## src/cnn_dims_pkg.sv

```systemverilog
`default_nettype none

package cnn_dims_pkg;

    // ====================
    // network geometry
    // ====================
    localparam int KSIZE  = 3;
    localparam int NCH    = 2;
    localparam int NCLASS = 4;
    localparam int POOL   = 2;

    // default frame size
    localparam int DEF_IMG_W = 8;
    localparam int DEF_IMG_H = 8;

    // ====================
    // data widths
    // ====================
    localparam int PIX_BW       = 8;
    localparam int W_BW         = 8;
    localparam int B_BW         = 16;
    localparam int CONV_ACC_BW  = 20;
    localparam int DENSE_ACC_BW = 24;

    // right shift applied after relu
    localparam int REQ_SHIFT = 6;

    // weight counts, dense assumes 9 pooled positions
    localparam int CONV_NW  = NCH * KSIZE * KSIZE;
    localparam int DENSE_NW = NCLASS * NCH * 9;

    typedef logic        [PIX_BW-1:0] pix_t;
    typedef logic signed [W_BW-1:0]   wgt_t;
    typedef logic signed [B_BW-1:0]   bias_t;

endpackage

`default_nettype wire

```

## src/cnn_bus_pkg.sv

```systemverilog
`default_nettype none

package cnn_bus_pkg;
    import cnn_dims_pkg::*;

    // ====================
    // apb
    // ====================
    typedef struct packed {
        logic        psel;
        logic        penable;
        logic        pwrite;
        logic [7:0]  paddr;
        logic [31:0] pwdata;
    } apb_req_t;

    typedef struct packed {
        logic        pready;
        logic        pslverr;
        logic [31:0] prdata;
    } apb_rsp_t;

    // bias sits in the low half
    typedef struct packed {
        logic [31-B_BW:0] unused;
        bias_t            b;
    } bias_word_t;

    // one register word, four weights or one bias
    typedef union packed {
        wgt_t [3:0] w;
        bias_word_t bias;
    } param_word_u;

    // word address map
    localparam logic [7:0] ADDR_CONV_W   = 8'd0;
    localparam logic [7:0] ADDR_CONV_B   = 8'd8;
    localparam logic [7:0] ADDR_DENSE_W  = 8'd16;
    localparam logic [7:0] ADDR_DENSE_B  = 8'd40;
    localparam logic [7:0] CONV_W_WORDS  = 8'((CONV_NW + 3) / 4);
    localparam logic [7:0] DENSE_W_WORDS = 8'((DENSE_NW + 3) / 4);

    // ====================
    // pixel streams
    // ====================
    typedef struct packed {
        logic                   valid;
        pix_t [KSIZE*KSIZE-1:0] px;
    } win_t;

    typedef struct packed {
        logic           valid;
        pix_t [NCH-1:0] ch;
    } fmap_t;

    typedef struct packed {
        logic [$clog2(NCLASS)-1:0]      cls;
        logic signed [DENSE_ACC_BW-1:0] score;
    } result_t;

endpackage

`default_nettype wire

```

## src/cnn_param_regs.sv

```systemverilog
`default_nettype none
`timescale 1ns/1ps

module cnn_param_regs
    import cnn_dims_pkg::*;
    import cnn_bus_pkg::*;
(
    input  wire                   clk,
    input  wire                   reset_n,
    input  wire apb_req_t         i_apb,
    output apb_rsp_t              o_apb,
    output wgt_t  [CONV_NW-1:0]   o_conv_w,
    output bias_t [NCH-1:0]       o_conv_b,
    output wgt_t  [DENSE_NW-1:0]  o_dense_w,
    output bias_t [NCLASS-1:0]    o_dense_b
);
    param_word_u wr_word;
    param_word_u rd_word;
    logic        access;
    logic        sel_cw;
    logic        sel_cb;
    logic        sel_dw;
    logic        sel_db;
    logic        mapped;
    logic [7:0]  idx;

    assign access  = i_apb.psel & i_apb.penable;
    assign wr_word = i_apb.pwdata;

    // ====================
    // address decode
    // ====================
    always_comb begin
        sel_cw = (i_apb.paddr < ADDR_CONV_W + CONV_W_WORDS);
        sel_cb = (i_apb.paddr >= ADDR_CONV_B) && (i_apb.paddr < ADDR_CONV_B + 8'(NCH));
        sel_dw = (i_apb.paddr >= ADDR_DENSE_W) && (i_apb.paddr < ADDR_DENSE_W + DENSE_W_WORDS);
        sel_db = (i_apb.paddr >= ADDR_DENSE_B) && (i_apb.paddr < ADDR_DENSE_B + 8'(NCLASS));
        mapped = sel_cw | sel_cb | sel_dw | sel_db;
        // word offset inside the selected region
        if (sel_cb) begin
            idx = i_apb.paddr - ADDR_CONV_B;
        end else if (sel_dw) begin
            idx = i_apb.paddr - ADDR_DENSE_W;
        end else if (sel_db) begin
            idx = i_apb.paddr - ADDR_DENSE_B;
        end else begin
            idx = i_apb.paddr - ADDR_CONV_W;
        end
    end

    // readback mux, unused bytes stay 0
    always_comb begin
        rd_word = '0;
        for (int k = 0; k < 4; k++) begin
            if (sel_cw && (int'(idx) * 4 + k < CONV_NW)) begin
                rd_word.w[k] = o_conv_w[int'(idx) * 4 + k];
            end else if (sel_dw) begin
                rd_word.w[k] = o_dense_w[int'(idx) * 4 + k];
            end
        end
        if (sel_cb) begin
            rd_word.bias.b = o_conv_b[idx];
        end
        if (sel_db) begin
            rd_word.bias.b = o_dense_b[idx];
        end
    end

    // single wait-free access phase
    always_comb begin
        o_apb.pready  = access;
        o_apb.pslverr = access & ~mapped;
        o_apb.prdata  = (access & ~i_apb.pwrite) ? rd_word : '0;
    end

    // ====================
    // parameter storage
    // ====================
    always_ff @(posedge clk or negedge reset_n) begin
        if (!reset_n) begin
            o_conv_w  <= '0;
            o_conv_b  <= '0;
            o_dense_w <= '0;
            o_dense_b <= '0;
        end else if (access && i_apb.pwrite) begin
            for (int k = 0; k < 4; k++) begin
                if (sel_cw && (int'(idx) * 4 + k < CONV_NW)) begin
                    o_conv_w[int'(idx) * 4 + k] <= wr_word.w[k];
                end
                if (sel_dw) begin
                    o_dense_w[int'(idx) * 4 + k] <= wr_word.w[k];
                end
            end
            if (sel_cb) begin
                o_conv_b[idx] <= wr_word.bias.b;
            end
            if (sel_db) begin
                o_dense_b[idx] <= wr_word.bias.b;
            end
        end
    end

endmodule

`default_nettype wire

```

## config.mk

```make
export PLATFORM = sky130hd
export DESIGN_NAME = cnn_param_regs
export DESIGN_NICKNAME = d
export VERILOG_FILES = /design/src/cnn_dims_pkg.sv /design/src/cnn_bus_pkg.sv /design/src/cnn_param_regs.sv
export SDC_FILE = /design/constraint.sdc
export NUM_CORES = 1
export LEC_CHECK = 0
export BUFFER_PORTS_ARGS = -buffer_cell sky130_fd_sc_hd__buf_2
export CORE_AREA = 2 2 350 352
export CTS_CLUSTER_SIZE = 24
export DETAILED_ROUTE_END_ITERATION = 16
export DIE_AREA = 0 0 352 354
export GPL_TIMING_DRIVEN = 0
export PLACE_DENSITY_LB_ADDON = 0.3
export SETUP_SLACK_MARGIN = 0.05
export SYNTH_ARGS = -nofsm -noshare
export SYNTH_HDL_FRONTEND = slang
export SYNTH_SLANG_ARGS = --single-unit
```

## constraint.sdc

```tcl
create_clock -name clk -period 4.2 [get_ports clk]
set_clock_uncertainty 0.2 [all_clocks]
set_input_delay 0.42 -clock clk [delete_from_list [all_inputs] [get_ports clk]]
set_output_delay 0.42 -clock clk [all_outputs]
set_load 0.02 [all_outputs]
```

==> results of run 1 <==
[how the worst max path moves through the flow]
stage | from | end | slack (ns)
finish | i_apb[33] | o_apb[14] | 0.02
global route | i_apb[36] | o_apb[18] | 0.03
CTS | i_apb[34] | o_dense_w[361] | -0.23
detailed placement | i_apb[36] | o_apb[15] | -2.05
global placement | reset_n | o_dense_w[257] | -16.20
floorplan | i_apb[35] | o_apb[11] | 0.31
[synth_stat cells, drive strengths merged, types with 3 or more instances]
cell type / count
clkbuf: 140
a21oi: 51
nand3b: 3
a221o: 13
nor4: 15
o221ai: 10
o32ai: 17
or4: 9
mux4: 189
a32o: 9
a22oi: 3
dfrtp: 816
inv: 10
nor2: 60
nand3: 4
o22ai: 3
a22o: 7
nor3b: 3
ha: 7
or3: 11
nor3: 19
buf: 117
nor2b: 14
nand2b: 10
nand4: 6
mux2i: 31
o21ai: 52
nand2: 35
mux2: 836
[registers in the layout, indices dropped and copies added, names as in the netlist]
register,count
o_dense_w,576
o_conv_b,32
o_conv_w,144
o_dense_b,64
[cells in the final DEF (no fill, tap or decap), drive strengths merged, types with 19 or more instances in the layout]
cell type	netlist	layout
clkbuf	140	275
nor2	60	60
clkinv	0	27
nand2	35	35
dfrtp	816	816
o21ai	52	52
mux4	189	189
mux2	836	836
a21oi	51	51
buf	117	1050
mux2i	31	31
nor3	19	19
[repair_timing]
action	4_1_cts	5_1_grt
endpoints found under the setup margin	404	259
buffers inserted	21	22
hold buffers	17	0
resized for setup	192	45
cloned	0	0
endpoints found under the hold margin	143	0
pin swaps	10	8
[power breakdown]
group          internal, µW  total, µW  switching, µW
logic                   285       1120            835
clock network          5110       8880           3760
registers              7880       7890           14.5
[final cells by class]
type | instances | area [µm²]
fill | 11600 | 71500
sequential | 816 | 20400
multi-input combinational | 1439 | 16800
timing repair buffer | 950 | 5260
clock buffer | 138 | 2720
tap | 1625 | 2030
buffer | 254 | 1540
clock inverter | 41 | 608
inverter | 10 | 37.5
antenna | 5 | 12.5
[through the flow]
step	hold slack, ns	util (%)	power [µW]
after detailed placement	0.297	37.1	9070
after global routing	0.134	40.9	18400
final	0.127	40.9	17900
after global placement	0.286	36.8	9040
after floorplan	-0.0756	-	8430
after CTS	0.0908	40.6	18000
[cell families after synthesis]
group	Yosys count	share of synthesized area, %
compound gates	180	3.15
fa+ha+maj	7	0.230
buf+inv	267	3.07
flops	816	53.6
mux	1056	37.0
simple gates	196	3.00
[per-layer routing]
metal	part of all wire, %	track usage (%)
met2	46	49.5
met1	41	41.5
met5	0.036	0
met4	4.1	11.7
met3	9.5	10.4
==> flow_summary.json, run 1 <==
{
  "clock_sinks": 816,
  "postPlaceCellArea_mm2": 0.0449,
  "drtAntennaViolNets": 0,
  "cp_slowest_cell": "clkbuf_2",
  "area_growth_pct": 29.7,
  "die_area_mm2": 0.125,
  "grt_max_degree": 116,
  "gr-total-overflow": 0,
  "syn_area_mm2": 0.0381,
  "ys_seq_elements": 816,
  "period_minus_slack_ns": 4.18,
  "cts_max_level": 3,
  "avgSynthCellArea_um2": 15.1,
  "dieWidth_um": 352,
  "synthesis.nets": 2574,
  "clk_latency_ns": 0.70,
  "path_depth": 9,
  "clk_path_buf_depth": 3,
  "worst_slack_ns": 0.0184,
  "globalplace.congestion": 0.949,
  "grt_pass1_wl_um": 269000,
  "fp.coreArea_mm2": 0.121,
  "hold_viol_final": 0,
  "final.setup.tns_ns": 0,
  "fmax_ghz": 0.239,
  "relSlewSlack_pct": 11.1,
  "fin_nets": 3620,
  "synthFlopType": "dfrtp_1",
  "crit_chain": "buf_2 > clkbuf_2 > clkbuf_2 > clkbuf_4 > clkbuf_4 > mux4_2 > nor2_1 > o32ai_2 > buf_4",
  "yosysWarnings": 0,
  "synth_edf_count": 0,
  "hold_class": "input pin to flip-flop",
  "drc_errors": 0,
  "min_from": "i_apb[9]",
  "root_buffer": "clkbuf_16",
  "path_class": "input pin to output port",
  "crit_path_end_kind": "output port",
  "yosys.area.top_type": "dfrtp_1",
  "min_to": "o_dense_w[329]",
  "antenna_found_initial": 16,
  "gr-usage-all-layers_pct": 31.9,
  "drv_cap": 0,
  "cts_tree": "yes",
  "setup_violations": 0,
  "power_leakage_uw": 0.0264,
  "cp_num_buf_inv": 6,
  "io_buffers": 877,
  "wl_um": 204000,
  "crit_family": "buffers and inverters",
  "design_area_mm2": 0.0494,
  "die_h_um": 354,
  "num_io_pins": 895,
  "ir_worst_vdd_mv": 0.389,
  "clkTransAtPathRegs_ns": 0.06,
  "drive_above_1_share_pct": 58.4,
  "r2r-end": "o_dense_w[117]",
  "cts_inserted_buffers": 97,
  "start_util_pct": 31.5,
  "viasPerCell": 5.60,
  "synth_seq_area_share_pct": 53.6,
  "crit_fanout": 10,
  "grt_setup_unrepaired": "yes",
  "post-route-period-util_pct": 99.6,
  "reg2reg_slack_ns": 3.08,
  "via_count": 29600,
  "outcome": "completed",
  "cellPowerDensity_mw_per_mm2": 362,
  "grt_pass1_vias": 28800,
  "layout.cells.non_filler": 5278,
  "synth.area.top_cells": "dfrtp_1 54%, mux2_2 18%, mux4_2 11%, mux2_1 5.9%, clkbuf_1 1.4%",
  "required_ns": 3.58,
  "cp.arrival_ns": 3.56,
  "synthCells": 2522,
  "hpwl_um": 151000,
  "worstSetupStartpointType": "input pin",
  "pre_cts_slack_ns": -2.05,
  "drtIter0Drc": 2549,
  "synth_cell_type_count": 58,
  "wire_per_inst_um": 38.6,
  "yosysTopAreaCellShare_pct": 53.6,
  "hold_path_depth": 2,
  "rr_worst_depth": 1,
  "place_inst": 5037,
  "slew_violations": 0,
  "worst_pin_slew_ns": 1.33,
  "drt_pass1_iterations": 5,
  "regToRegStartpoint": "o_dense_w[117]",
  "num_rows": 128,
  "slowest_delay_ns": 0.53,
  "synth-async-reset-ratio_pct": 100
}
Power figures use the tool's default switching activity.
==> inputs of run 2 (changes only) <==
==> constraint.sdc (replaced) <==
create_clock -name clk -period 4.2 [get_ports clk]
set_clock_uncertainty 0.2 [all_clocks]
set_input_delay 0.42 -clock clk [delete_from_list [all_inputs] [get_ports clk]]
set_output_delay 0.42 -clock clk [all_outputs]
set_load 0.05 [all_outputs]
==> run 2 against run 1 <==
Net effect: critical path depth rose by 2; via count rose by 0.78%; final cell count fell by 0.19%; non-clock buffer count fell by 9; die area did not move; critical path type unchanged.
==> flow_summary.json, run 2 (synthesis results as in run 1) <==
{
  "via_count": 29800,
  "fp.coreArea_mm2": 0.121,
  "hold_viol_final": 0,
  "gr-total-overflow": 0,
  "place_inst": 5040,
  "drive_above_1_share_pct": 58.9,
  "layout.cells.non_filler": 5268,
  "hpwl_um": 151000,
  "power_leakage_uw": 0.0263,
  "worstSetupStartpointType": "input pin",
  "reg2reg_slack_ns": 3.04,
  "final_common_cell": "buf_2",
  "outcome": "completed",
  "rr_worst_depth": 1,
  "die_h_um": 354,
  "crit_chain": "buf_2 > buf_4 > buf_6 > buf_8 > clkbuf_8 > buf_4 > mux2i_1 > o21ai_0 > a21oi_2 > o32ai_2 > buf_6",
  "swShare_pct": 25.8,
  "slowest_delay_ns": 0.37,
  "gr-usage-all-layers_pct": 31.9,
  "cts_tree": "yes",
  "num_rows": 128,
  "clock_sinks": 816,
  "min_from": "i_apb[9]",
  "grt_setup_unrepaired": "yes",
  "period_minus_slack_ns": 4.12,
  "r2r-end": "o_dense_w[454]",
  "antenna_found_initial": 20,
  "wl_um": 205000,
  "clk_latency_ns": 0.71,
  "viasPerCell": 5.66,
  "finalPower_uw": 17700,
  "drtAntennaViolNets": 0,
  "crit_fanout": 10,
  "crit_path_end_kind": "output port",
  "post-route-period-util_pct": 98.1,
  "slew_violations": 0,
  "min_to": "o_dense_w[329]",
  "clkTransAtPathRegs_ns": 0.06,
  "hold_class": "input pin to flip-flop",
  "drv_cap": 0,
  "regToRegStartpoint": "o_dense_w[454]",
  "p_clk_share_pct": 48.7,
  "start_util_pct": 31.5,
  "cts_inserted_buffers": 96,
  "fin_nets": 3610,
  "seq_area_mm2": 0.0204,
  "p_switching_uw": 4560,
  "die_area_mm2": 0.125,
  "drt_pass1_iterations": 5,
  "largest_reg_flops": 576,
  "cts_max_level": 3,
  "grt_pass1_wl_um": 269000,
  "regMostFlops": "o_dense_w",
  "design_area_mm2": 0.0495,
  "grt_pass1_vias": 28800,
  "root_buffer": "clkbuf_16",
  "top_regs": "o_dense_w (576), o_conv_w (144), o_dense_b (64)",
  "seqPwrFrac_pct": 44.7,
  "num_io_pins": 895,
  "drtIter0Drc": 2982,
  "cellPowerDensity_mw_per_mm2": 357,
  "mostFrequentLayoutCells": "929 x buf_2, 816 x dfrtp_1, 606 x mux2_2",
  "cp.arrival_ns": 3.50,
  "dieWidth_um": 352,
  "clk_path_buf_depth": 3,
  "area_growth_pct": 29.7,
  "cp_slowest_cell": "mux2i_1",
  "globalplace.congestion": 0.937,
  "multi_input_area_mm2": 0.0169,
  "wire_per_inst_um": 38.9,
  "grt_max_degree": 117,
  "combPwrFrac_pct": 6.6,
  "path_class": "input pin to output port",
  "postPlaceCellArea_mm2": 0.0450,
  "fillCellCount": 11500,
  "fmax_ghz": 0.243,
  "required_ns": 3.58,
  "drc_errors": 0,
  "io_buffers": 877,
  "worst_pin_slew_ns": 1.36,
  "hold_path_depth": 2,
  "ir_worst_vdd_mv": 0.309,
  "setup_violations": 0,
  "relSlewSlack_pct": 9.52,
  "power.internal_uw": 13100
}
run 2: worst max path at each step:
stage	startpoint	to	slack [ns]	cells after the start
finish	i_apb[32]	o_apb[6]	0.08	11
global route	i_apb[35]	o_apb[11]	-0.03	15
CTS	i_apb[35]	o_apb[0]	0.05	13
detailed placement	i_apb[33]	o_apb[4]	-2.09	10
global placement	reset_n	o_dense_w[417]	-16.08	1
floorplan	i_apb[35]	o_apb[10]	-0.20	11
run 2: per-stage QoR:
step                util (%)  setup slack, ns  hold slack [ns]  setup TNS [ns]
finish                  40.9           0.0799            0.125               0
floorplan                  -           -0.203          -0.0756          -0.610
detailed placement      37.2            -2.09            0.188         -506.55
global placement        36.9           -16.08            0.285               -
CTS                     40.6           0.0507           0.0537               0
global route            40.9          -0.0271            0.104         -0.0271
run 2: power by group through the flow:
| stage | clock (µW) | combinational (µW) | sequential, µW |
|---|---|---|---|
| 2_1_floorplan | 0 | 383 | 8090 |
| 3_3_place_gp | 0 | 1050 | 8040 |
| 3_5_place_dp | 0 | 1090 | 8040 |
| 4_1_cts | 8710 | 1150 | 7890 |
| 5_1_grt | 9010 | 1230 | 7890 |
| 6_report | 8600 | 1170 | 7890 |
run 2: per-layer routing:
layer  track usage (%)  part of all wire [%]
met4              10.4                   3.9
met5                 0                0.0078
met1              43.3                    42
met2              49.9                    46
met3              8.22                   8.1
run 2: final cells by class:
cell class / instances / area share [%]
plain buffers: 253 / 3.16
inverters: 10 / 0.0759
clock inverters: 37 / 0.678
flip-flops and latches: 816 / 41.3
well taps: 1625 / 4.11
clock buffers: 141 / 5.81
diodes: 5 / 0.0253
repair buffers: 942 / 10.7
multi-input cells: 1439 / 34.2
run 2: worst max-delay path, delay by kind of cell:
family | cells | cell delay [ns]
buffers and inverters | 7 | 1.99
multiplexers | 1 | 0.37
AO/OA/AOI/OAI | 3 | 0.66
run 2: timing repair:
item                                    in CTS  in global routing
endpoints found under the hold margin      256                  0
endpoints found under the setup margin     295                256
pin swaps                                    6                  9
hold buffers                                19                  0
cloned                                       0                  1
setup buffers                               16                 13
gates resized for setup                    202                 60
==> inputs of run 3 (changes only) <==
--- a/config.mk
+++ b/config.mk
@@ -6,10 +6,10 @@
 export NUM_CORES = 1
 export LEC_CHECK = 0
 export BUFFER_PORTS_ARGS = -buffer_cell sky130_fd_sc_hd__buf_2
-export CORE_AREA = 2 2 350 352
+export CAP_MARGIN = 20
+export CORE_UTILIZATION = 30
 export CTS_CLUSTER_SIZE = 24
 export DETAILED_ROUTE_END_ITERATION = 16
-export DIE_AREA = 0 0 352 354
 export GPL_TIMING_DRIVEN = 0
 export PLACE_DENSITY_LB_ADDON = 0.3
 export SETUP_SLACK_MARGIN = 0.05
==> run 3 against run 2 <==
Net effect: count of clock-buffer cells in the layout down 3; sequential share of layout area down 0.34 points; register-to-register slack about the same; first-iteration DRC count down 13%; maximum frequency down 0.29%; die area up 3.1%; sequential power about the same; core utilization down 1.3 points; global-route usage down 0.80 points; clock power up 1%; largest power group unchanged.
==> flow_summary.json, run 3 (synthesis results as in run 1) <==
{
  "crit_chain": "buf_2 > nand2_1 > nor2_1 > clkbuf_1 > o21ai_0 > nor2_1 > o21ai_1 > o32ai_4 > buf_6",
  "cpMostUsedCell": "nor2_1",
  "power_leakage_uw": 0.0265,
  "antenna_found_initial": 19,
  "die_area_mm2": 0.128,
  "grt_pass1_wl_um": 268000,
  "final_common_cell": "buf_2",
  "slowest_delay_ns": 0.89,
  "layout.cells.non_filler": 5308,
  "num_io_pins": 895,
  "viasPerCell": 5.52,
  "finalPower_uw": 17800,
  "drive_above_1_share_pct": 58.9,
  "place_inst": 5085,
  "fin_nets": 3626,
  "post-route-period-util_pct": 98.4,
  "period_minus_slack_ns": 4.13,
  "relSlewSlack_pct": 13.2,
  "crit_path_end_kind": "output port",
  "area_growth_pct": 30.8,
  "worstSetupStartpointType": "input pin",
  "largest_reg_flops": 576,
  "outcome": "completed",
  "num_rows": 130,
  "crit_fanout": 10,
  "wl_um": 204000,
  "die_h_um": 358,
  "top_regs": "o_dense_w (576), o_conv_w (144), o_dense_b (64)",
  "clk_path_buf_depth": 3,
  "ir_worst_vdd_mv": 0.312,
  "setup_violations": 0,
  "wire_per_inst_um": 38.4,
  "cts_max_level": 3,
  "fmax_ghz": 0.242,
  "drtIter0Drc": 2599,
  "fp.coreArea_mm2": 0.126,
  "hpwl_um": 154000,
  "required_ns": 3.58,
  "grt_max_degree": 103,
  "dieWidth_um": 358,
  "gr-total-overflow": 0,
  "clkTransAtPathRegs_ns": 0.06,
  "path_class": "input pin to output port",
  "hold_class": "input pin to async pin",
  "globalplace.congestion": 0.920,
  "gr-usage-all-layers_pct": 31.1,
  "drc_errors": 0,
  "cp_slowest_cell": "nor2_1",
  "postPlaceCellArea_mm2": 0.0454,
  "drtAntennaViolNets": 0,
  "cp.arrival_ns": 3.51,
  "cellPowerDensity_mw_per_mm2": 357,
  "regMostFlops": "o_dense_w",
  "design_area_mm2": 0.0499,
  "start_util_pct": 30.3,
  "clk_latency_ns": 0.72,
  "root_buffer": "clkbuf_16",
  "mostFrequentLayoutCells": "929 x buf_2, 816 x dfrtp_1, 606 x mux2_2",
  "grt_setup_unrepaired": "yes",
  "io_buffers": 877,
  "clock_sinks": 816,
  "drt_pass1_iterations": 8,
  "final.setup.tns_ns": 0,
  "cts_inserted_buffers": 95,
  "hold_viol_final": 0,
  "via_count": 29300,
  "worst_pin_slew_ns": 1.30,
  "cts_tree": "yes",
  "slew_violations": 0,
  "drv_cap": 0,
  "grt_pass1_vias": 28800
}
## run 3: cell count changes in the layout (fill, tap and decap cells not counted), sizes merged
cell / change
clkbuf: -7
inv: -1
diode: +5
clkdlybuf4s15: -2
bufinv: +3
dlygate4sd3: -2
buf: +25
clkinvlp: +1
clkinv: -7
## run 3: final cells by class
cell class              count  area [µm²]
inverters                  10        41.3
clock inverters            33         445
clock buffers             138        2760
repair buffers            961        5640
fillers                 12200       76000
diodes                     10        25.0
plain buffers             251        1510
well taps                1650        2060
flip-flops and latches    816       20400
multi-input cells        1439       17000
## run 3: where the power goes
| group | switching [µW] | internal (µW) | total [µW] |
|---|---|---|---|
| clock | 3730 | 4960 | 8690 |
| sequential | 14.6 | 7880 | 7890 |
| combinational | 894 | 310 | 1200 |
## run 3: per-layer routing
layer  up-vias  wire [µm]  GRT usage (%)
met5         -         62              0
met4        10       8560           12.2
met3       371      17700           8.80
met2      1413      92400           47.6
met1     15900      85200           41.6
li1      11600          -              -
## run 3: timing repair
item                                   in CTS  in global routing
hold buffers                               17                  0
setup endpoints to repair                 312                374
endpoints found under the hold margin     125                  0
pin swaps                                   9                  8
resized for setup                         168                 81
setup buffers                              18                 12
## run 3: critical path, delay by kind of cell
kind / cells / cell delay [ns]
and+or+nand+nor: 3 / 1.21
AOI/OAI and AO/OA: 3 / 0.84
buffers and inverters: 3 / 1.02
## run 3: path summary, 6_finish.rpt
path,startpoint,endpoint,slack [ns],cells after the start
worst min register to register,o_dense_w[518],o_dense_w[518],0.31,1
min in group clk,i_apb[0],o_dense_b[32],0.13,2
worst max register to register,o_dense_w[458],o_dense_w[458],3.05,1
worst max-delay path,i_apb[42],o_apb[10],0.07,9
worst min-delay path,reset_n,o_conv_w[51],0.12,2
max in group asynchronous,reset_n,o_dense_b[4],0.69,7
## run 3: per-stage QoR
stage	util, %	hold WS, ns	setup WS [ns]
final	39.6	0.122	0.0681
after global routing	39.6	0.131	0.0401
after CTS	39.3	0.0606	0.0514
after detailed placement	36.1	0.294	-2.20
after global placement	35.5	0.287	-16.22
after floorplan	-	-0.0756	-0.203
